[src/common/fw_mem_pkg.sv]
// Shared bus and RAM types for the firmware memory subsystem, referenced by scoped names

package fw_mem_pkg;

  // --------------------
  // Field widths
  // --------------------

  // Word address on the CPU-side bus
  localparam int ADDR_W = 12;
  // Region code in the top address bits
  localparam int REGION_W = 2;
  // Word offset inside one region
  localparam int INDEX_W = ADDR_W - REGION_W;
  localparam int DATA_W = 32;
  // One write enable per byte lane
  localparam int BE_W = DATA_W / 8;

  // --------------------
  // Region codes, addr[11:10]
  // --------------------

  localparam logic [REGION_W-1:0] REGION_FW   = 2'd0;
  localparam logic [REGION_W-1:0] REGION_APP  = 2'd1;
  localparam logic [REGION_W-1:0] REGION_CTRL = 2'd2;
  // Never mapped, also used for out-of-range offsets
  localparam logic [REGION_W-1:0] REGION_NONE = 2'd3;

  // --------------------
  // Bus side
  // --------------------

  // Request, all-zero we means read
  typedef struct packed {
    logic              cs;
    logic [BE_W-1:0]   we;
    logic [ADDR_W-1:0] addr;
    logic [DATA_W-1:0] wdata;
  } mem_req_t;

  // Response, one cycle after cs
  typedef struct packed {
    logic              ready;
    logic [DATA_W-1:0] rdata;
  } mem_rsp_t;

  // --------------------
  // RAM side
  // --------------------

  // Request to one RAM, index already stripped of the region code
  typedef struct packed {
    logic               cs;
    logic [BE_W-1:0]    we;
    logic [INDEX_W-1:0] index;
    logic [DATA_W-1:0]  wdata;
  } ram_req_t;

  typedef struct packed {
    logic              ready;
    logic [DATA_W-1:0] rdata;
  } ram_rsp_t;

endpackage

[src/rtl/mem_bus_ctrl.sv]
// Bus decoder for the memory subsystem: region select, mode register and response mux

`timescale 1ns/1ps

module mem_bus_ctrl #(
  parameter int unsigned FW_DEPTH  = 256,
  parameter int unsigned APP_DEPTH = 512
) (
  input  logic                 clk,
  input  logic                 reset_n,
  input  fw_mem_pkg::mem_req_t req,
  output fw_mem_pkg::mem_rsp_t rsp,
  output fw_mem_pkg::ram_req_t fw_req,
  output fw_mem_pkg::ram_req_t app_req,
  input  fw_mem_pkg::ram_rsp_t fw_rsp,
  input  fw_mem_pkg::ram_rsp_t app_rsp,
  output logic                 fw_app_mode
);

  // --------------------
  // Address decode
  // --------------------

  logic [fw_mem_pkg::REGION_W-1:0] region;
  logic [fw_mem_pkg::INDEX_W-1:0]  offset;

  assign region = req.addr[fw_mem_pkg::ADDR_W-1 -: fw_mem_pkg::REGION_W];
  assign offset = req.addr[fw_mem_pkg::INDEX_W-1:0];

  // Offsets at or past the depth are unmapped
  logic fw_hit;
  logic app_hit;
  logic ctrl_hit;
  logic is_write;

  assign fw_hit   = req.cs && (region == fw_mem_pkg::REGION_FW) &&
                    (32'(offset) < FW_DEPTH);
  assign app_hit  = req.cs && (region == fw_mem_pkg::REGION_APP) &&
                    (32'(offset) < APP_DEPTH);
  // Single word, whole region aliases it
  assign ctrl_hit = req.cs && (region == fw_mem_pkg::REGION_CTRL);
  assign is_write = |req.we;

  // Same payload to both RAMs, only cs differs
  assign fw_req.cs     = fw_hit;
  assign fw_req.we     = req.we;
  assign fw_req.index  = offset;
  assign fw_req.wdata  = req.wdata;

  assign app_req.cs    = app_hit;
  assign app_req.we    = req.we;
  assign app_req.index = offset;
  assign app_req.wdata = req.wdata;

  // --------------------
  // Application-mode bit
  // --------------------

  // Sticky, only reset clears it
  always_ff @(posedge clk) begin
    if (!reset_n) begin
      fw_app_mode <= 1'b0;
    end else if (ctrl_hit && req.we[0] && req.wdata[0]) begin
      fw_app_mode <= 1'b1;
    end
  end

  // --------------------
  // Response stage
  // --------------------

  // Region of the request in flight
  logic [fw_mem_pkg::REGION_W-1:0] rsp_sel_reg;
  // Ready for control and unmapped accesses
  logic                            local_ready_reg;
  // Control read, returns the mode bit
  logic                            ctrl_rd_reg;

  always_ff @(posedge clk) begin
    if (!reset_n) begin
      rsp_sel_reg     <= fw_mem_pkg::REGION_NONE;
      local_ready_reg <= 1'b0;
      ctrl_rd_reg     <= 1'b0;
    end else begin
      if (fw_hit) begin
        rsp_sel_reg <= fw_mem_pkg::REGION_FW;
      end else if (app_hit) begin
        rsp_sel_reg <= fw_mem_pkg::REGION_APP;
      end else if (ctrl_hit) begin
        rsp_sel_reg <= fw_mem_pkg::REGION_CTRL;
      end else begin
        rsp_sel_reg <= fw_mem_pkg::REGION_NONE;
      end
      local_ready_reg <= req.cs && !fw_hit && !app_hit;
      ctrl_rd_reg     <= ctrl_hit && !is_write;
    end
  end

  // Mode cannot change between a read and its response
  always_comb begin
    case (rsp_sel_reg)
      fw_mem_pkg::REGION_FW: begin
        rsp.ready = fw_rsp.ready;
        rsp.rdata = fw_rsp.rdata;
      end
      fw_mem_pkg::REGION_APP: begin
        rsp.ready = app_rsp.ready;
        rsp.rdata = app_rsp.rdata;
      end
      fw_mem_pkg::REGION_CTRL: begin
        rsp.ready = local_ready_reg;
        rsp.rdata = {31'd0, ctrl_rd_reg && fw_app_mode};
      end
      default: begin
        // Unmapped reads as zero
        rsp.ready = local_ready_reg;
        rsp.rdata = '0;
      end
    endcase
  end

endmodule

[config.mk]
export PLATFORM = sky130hd
export DESIGN_NAME = mem_bus_ctrl
export DESIGN_NICKNAME = d
export VERILOG_FILES = /design/src/common/fw_mem_pkg.sv /design/src/rtl/mem_bus_ctrl.sv
export SDC_FILE = /design/constraint.sdc
export NUM_CORES = 1
export LEC_CHECK = 0
export ABC_AREA = 1
export BUFFER_PORTS_ARGS = -buffer_cell sky130_fd_sc_hd__buf_2
export CAP_MARGIN = 5
export CORE_AREA = 2 2 95 97
export CTS_BUF_LIST = sky130_fd_sc_hd__clkbuf_4 sky130_fd_sc_hd__clkbuf_8
export DETAILED_ROUTE_END_ITERATION = 12
export DIE_AREA = 0 0 97 99
export PLACE_DENSITY_LB_ADDON = 0.12
export SETUP_SLACK_MARGIN = 0.2
export SLEW_MARGIN = 20
export SYNTH_ARGS = -nofsm -noshare
export SYNTH_HDL_FRONTEND = slang
export SYNTH_SLANG_ARGS = --single-unit
[constraint.sdc]
create_clock -name clk -period 2.2 [get_ports clk]
set_clock_uncertainty 0.15 [all_clocks]
set_input_delay 0.44 -clock clk [delete_from_list [all_inputs] [get_ports clk]]
set_output_delay 0.44 -clock clk [all_outputs]
set_load 0.02 [all_outputs]
==> results of run 1 <==
[area by class of cell]
| cell class | instances | area [um2] |
|---|---|---|
| repair buffers | 131 | 673 |
| well taps | 108 | 135 |
| fillers | 1006 | 7070 |
| inverters | 6 | 22.5 |
| flip-flops and latches | 5 | 100 |
| clock buffers | 4 | 48.8 |
| multi-input cells | 123 | 500 |
[worst max-delay path, cell delays in order (launching register included)]
cell,delay (ns)
dfxtp_1,0.37
inv_2,0.07
nor2_4,0.09
buf_6,0.21
nand2_1,0.07
nand3_1,0.08
buf_2,0.16
[cell usage in the layout, fill, tap and decap left out]
cell type | netlist | routed
nor2_4 | 2 | 2
clkbuf_4 | 0 | 1
clkbuf_8 | 0 | 3
nand2_1 | 103 | 103
nand3_1 | 3 | 3
inv_2 | 1 | 1
inv_1 | 5 | 5
nor2_1 | 7 | 7
nand2_2 | 5 | 5
nand4_1 | 3 | 3
buf_6 | 2 | 2
buf_2 | 3 | 127
buf_4 | 94 | 2
dfxtp_1 | 5 | 5
[through the flow]
step | setup slack [ns] | instances | hold WS (ns) | util | power [mW]
2_1_floorplan | 0.677 | 234 | 0.359 | - | 0.383
3_3_place_gp | 0.470 | 373 | 0.318 | 0.167 | 0.255
3_5_place_dp | 0.469 | 373 | 0.316 | 0.167 | 0.255
4_1_cts | 0.227 | 377 | 0.277 | 0.172 | 0.441
5_1_grt | 0.235 | 377 | 0.282 | 0.173 | 0.466
6_report | 0.333 | 377 | 0.282 | 0.173 | 0.433
[repair_timing]
action / CTS / global route
setup endpoints to repair: 0 / 22
setup buffers: 0 / 0
gates resized for setup: 0 / 2
hold endpoints to repair: 0 / 0
hold buffers: 0 / 0
[kinds of logic after synthesis]
logic type | share of synthesized area
and+or+nand+nor | 0.362
buffers and inverters | 0.565
DFF | 0.0725
[metal layers]
| metal | track usage | share of wire | vias up |
|---|---|---|---|
| li1 | - | - | 676 |
| met1 | 0.0767 | 0.38 | 497 |
| met2 | 0.120 | 0.48 | 96 |
| met3 | 0.0262 | 0.11 | 17 |
| met4 | 0.0433 | 0.035 | 0 |
| met5 | 0 | 0 | - |
[how the worst max path moves through the flow]
| stage | startpoint | endpoint | slack, ns | depth (start not counted) |
|---|---|---|---|---|
| 3_5_place_dp | rsp_sel_reg[0]$_SDFF_PN1_ | rsp[0] | 0.47 | 6 |
| 4_1_cts | rsp_sel_reg[0]$_SDFF_PN1_ | rsp[0] | 0.23 | 6 |
| 5_1_grt | rsp_sel_reg[0]$_SDFF_PN1_ | rsp[13] | 0.23 | 6 |
| 2_1_floorplan | rsp_sel_reg[0]$_SDFF_PN1_ | rsp[12] | 0.68 | 5 |
| 6_report | rsp_sel_reg[0]$_SDFF_PN1_ | rsp[0] | 0.33 | 6 |
| 3_3_place_gp | rsp_sel_reg[0]$_SDFF_PN1_ | rsp[0] | 0.47 | 6 |
[power by group]
part | leakage (nW) | switching, mW | internal [mW]
Sequential | 0.0408 | 0.00221 | 0.0939
Clock | 0.0262 | 0.0442 | 0.137
Combinational | 0.945 | 0.0820 | 0.0740
Total | 1.01 | 0.128 | 0.304
==> impl_metrics.csv, run 1 <==
group,metric,value,unit
run_status,status,"complete, no violations",
synthesis,syn_inst,234,
min_path,hp-class,"in2reg",
placement,io_buffer_count,127,
cells_and_area,nets,387,
setup_path,r2r-end,"fw_app_mode$_SDFFE_PN0P_",
cells_and_area,design_area,1480,um2
timing,rsz0062_at_grt,"no",
grt,track_usage,0.0714,
setup_path,cp-end-kind,"primary output",
route,routed_wirelength,3620,um
setup_path,required,1.61,ns
synthesis,synthTopCellsByArea,"buf_4 (51%), nand2_1 (28%), dfxtp_1 (7.2%), nand2_2 (2.3%), nor2_1 (1.9%)",
synthesis,synthDominantAreaCellType,"buf_4",
synthesis,ys_types,13,
floorplanning,die-area,9600,um2
grt,gr-total-overflow,0,
timing,min_period,1.87,ns
synthesis,synth-main-ff-cell,"dfxtp_1",
setup_path,worstReg2RegStart,"fw_app_mode$_SDFFE_PN0P_",
timing,fmax,536,MHz
clock_network,numCtsBuffers,3,
setup_path,r2r_slack,1.52,ns
synthesis,netlist_top_cells_count,"nand2_1 (103), buf_4 (94), nor2_1 (7)",
grt,grt_pass1_vias,1256,
synthesis,yosysTopAreaCellShare,0.511,
timing,relSlewSlack,0.831,
min_path,min_from,"reset_n",
timing,worst_slew_pin_slew,0.253,ns
route,wl_per_cell,9.60,um
route,first_pass_iters,3,
setup_path,worstSetupPathType,"reg2out",
floorplanning,die_h,99,um
cells_and_area,largest_register_ffs,2,
route,drt_iter0_drc,18,
floorplanning,core,8550,um2
setup_path,cp_max_fo,23,
synthesis,syn_nets,351,
timing,timing.final.crit_share,0.849,
synthesis,syn_area,1380,um2
placement,place.gp.congestion,0.690,
route,ant_nets,0,
grt,grt_max_degree,24,
cells_and_area,antenna_cells,0,
clock_network,insertion_delay,0.22,ns
run,cap_violations,0,
setup_path,start_kind,"register",
clock_network,clkSlewWorstSetupHoldPaths,0.03,ns
clock_network,htree_levels,1,
placement,place_area,1420,um2
synthesis,async_flop_share,0,
floorplanning,start_util,0.162,
min_path,hold_end,"rsp_sel_reg[1]$_SDFF_PN1_",
synthesis,ys.warnings.count,0,
pwr,power_density,292,nW/um2
synthesis,syn_area_per_cell,5.90,um2
clock_network,cts_root_buf,"clkbuf_8",
timing,fin_setup_tns,0,ns
min_path,worstHoldPathCells,2,
synthesis,synth_seq_cells,5,
grt,grt_pass1_wl,5720,um
setup_path,rr_worst_depth,2,
synthesis,ys_seq_area_frac,0.0725,
route,drcViolationCount,0,
route,vias_per_cell,3.41,
pwr,peakVddDrop,0.177,mV
timing,finalMaxSlewViolations,0,
floorplanning,std_cell_rows,34,
clock_network,cts_sinks,5,
timing,setup_violations,0,
floorplanning,boundaryPins,245,
route,via_count,1286,
pwr,leakagePower,1.01,nW
floorplanning,dieWidth,97,um
clock_network,tritoncts,"built",
cells_and_area,layout-drive-gt1-share,0.532,
grt,antenna_found_initial,0,
timing,finalHoldViolCount,0,
placement,dp_hpwl,2970,um
setup_path,crit_arrival,1.28,ns
cells_and_area,area_delta_synth_final,7.16,%
synthesis,synth_edf_count,0,
synthesis,yosysMostFrequentCell,"nand2_1",
clock_network,cts_buffer_depth,2,
No activity file was read; power rests on OpenSTA's default activity.
==> run 2: changes to the inputs <==
==> constraint.sdc (replaced) <==
create_clock -name clk -period 1.5 [get_ports clk]
set_clock_uncertainty 0.15 [all_clocks]
set_input_delay 0.3 -clock clk [delete_from_list [all_inputs] [get_ports clk]]
set_output_delay 0.3 -clock clk [all_outputs]
set_load 0.02 [all_outputs]
==> run 2 against run 1 <==
The flow now finishes with violations (setup timing). Setup slack lost 0.52 ns. Total power rose by 61%. First-iteration DRC count down 11%. Critical endpoint is now rsp[21]. Largest power group is now combinational logic.
==> impl_metrics.csv, run 2 (same netlist as run 1, synthesis figures left out) <==
group,metric,value,unit
pwr,power_density,329,nW/um2
cells_and_area,multi_input_area,711,um2
grt,grt_pass1_vias,1352,
floorplanning,dieWidth,97,um
cells_and_area,fill_cells,945,
pwr,clkPwrFrac,0.375,
clock_network,cts-hold-fix-buffers,0,
floorplanning,die-area,9600,um2
clock_network,htree_levels,1,
clock_network,insertion_delay,0.22,ns
setup_path,cp_max_fo,8,
pwr,p_sw_frac,0.304,
pwr,pwr-share-seq,0.201,
clock_network,tritoncts,"built",
grt,track_usage,0.0790,
clock_network,cts_root_buf,"clkbuf_8",
cells_and_area,layout_commonest_cell,"buf_2",
setup_path,max_stage_delay,0.35,ns
clock_network,cts_sinks,5,
route,routed_wirelength,4400,um
setup_path,cp_slowest_cell,"dfxtp_4",
pwr,intPower,0.485,mW
cells_and_area,area_delta_synth_final,53.5,%
pwr,comb_power_share,0.424,
pwr,peakVddDrop,0.223,mV
clock_network,numCtsBuffers,3,
run_status,violations,"setup timing",
min_path,hp-class,"in2reg",
cells_and_area,antenna_cells,0,
setup_path,crit_arrival,1.23,ns
route,via_count,1439,
timing,timing.final.crit_share,1.12,
floorplanning,start_util,0.162,
timing,min_period,1.68,ns
timing,worst_slack,-0.184,ns
setup_path,cp-end-kind,"primary output",
route,wl_per_cell,11.4,um
clock_network,cts_buffer_depth,2,
setup_path,crit_chain,"inv_2 -> nor2_4 -> buf_12 -> clkbuf_16 -> nand2_2 -> nand2_4 -> buf_6",
clock_network,clkSlewWorstSetupHoldPaths,0.03,ns
floorplanning,std_cell_rows,34,
setup_path,worstSetupPathType,"reg2out",
cells_and_area,nets,397,
grt,gr-total-overflow,0,
route,drt_iter0_drc,16,
pwr,power.switching,0.212,mW
pwr,leakagePower,1.15,nW
pwr,total_power,0.697,mW
setup_path,required,1.05,ns
grt,grt_pass1_wl,6420,um
placement,io_buffer_count,127,
setup_path,start_kind,"register",
route,first_pass_iters,4,
cells_and_area,layout-drive-gt1-share,0.781,
timing,fmax,594,MHz
timing,relSlewSlack,0.842,
route,drcViolationCount,0,
run,cap_violations,0,
placement,place.gp.congestion,0.717,
floorplanning,boundaryPins,245,
grt,antenna_found_initial,0,
run_status,status,"complete, but fails checks",
cells_and_area,regArea,105,um2
timing,finalMaxSlewViolations,0,
placement,dp_hpwl,3280,um
route,ant_nets,0,
cells_and_area,largest_register_ffs,2,
floorplanning,die_h,99,um
timing,holdWs,0.148,ns
timing,rsz0062_at_grt,"yes",
grt,grt_max_degree,18,
timing,worst_slew_pin_slew,0.236,ns
route,vias_per_cell,3.72,
timing,finalHoldViolCount,0,
cells_and_area,layout_common_cells,"buf_2 (92), nand2_2 (56), nand2_1 (44)",
timing,setup_violations,33,
floorplanning,core,8550,um2
## run 2: changes by cell type in the layout (fill, tap and decap cells not counted), moves of 5 or more
cell,previous run,this run
nand2_4,0,8
buf_12,0,5
nand2_2,5,56
buf_6,2,36
buf_2,127,92
nand2_1,103,44
## run 2: path summary, 6_finish.rpt
| path | from | to | slack [ns] | cells after the start |
|---|---|---|---|---|
| max | rsp_sel_reg[0]$_SDFF_PN1_ | rsp[21] | -0.18 | 7 |
| min reg2reg | fw_app_mode$_SDFFE_PN0P_ | fw_app_mode$_SDFFE_PN0P_ | 0.33 | 2 |
| max reg2reg | fw_app_mode$_SDFFE_PN0P_ | fw_app_mode$_SDFFE_PN0P_ | 0.81 | 2 |
| min | reset_n | rsp_sel_reg[1]$_SDFF_PN1_ | 0.15 | 2 |
## run 2: power by group through the flow
stage	sequential, mW	combinational (mW)	clock (mW)
after floorplan	0.144	0.426	0
after global placement	0.143	0.246	0
after detailed placement	0.143	0.246	0
after CTS	0.141	0.269	0.271
after global routing	0.140	0.319	0.281
final	0.140	0.295	0.261
## run 2: final cells by class
class	instances	area share
Timing Repair Buffer	141	0.518
Multi-Input combinational cell	123	0.335
Tap cell	108	0.0637
Sequential cell	5	0.0496
Clock buffer	4	0.0230
Inverter	6	0.0106
## run 2: timing repair
| item | in CTS | in global routing |
|---|---|---|
| pin swaps | 1 | 5 |
| hold endpoints to repair | 0 | 0 |
| gates cloned | 1 | 3 |
| setup endpoints to repair | 34 | 34 |
| buffers inserted | 3 | 2 |
| gates resized for setup | 64 | 43 |
## run 2: layer usage
layer	global-route usage	share of wire	wire length (um)	vias up
met5	0	0	0	-
met4	0.0173	0.0098	43	0
met3	0.0397	0.11	486	15
met2	0.142	0.53	2340	101
met1	0.0830	0.35	1530	625
li1	-	-	-	698
## run 2: critical path, delay by kind of cell (launching register included)
family / cells / cell delay [ns]
simple gates: 3 / 0.20
flops: 1 / 0.35
buf+inv: 4 / 0.45
## run 2: stage by stage
stage                     utilization  TNS, ns  instances  area, um2  setup slack, ns
after floorplan                     -        0        234       1510            0.174
after global placement          0.187        0        374       1600           0.0248
after detailed placement        0.187        0        374       1600           0.0143
after CTS                       0.221    -5.61        382       1890           -0.200
after global routing            0.248    -7.01        387       2120           -0.226
final                           0.248    -5.30        387       2120           -0.184
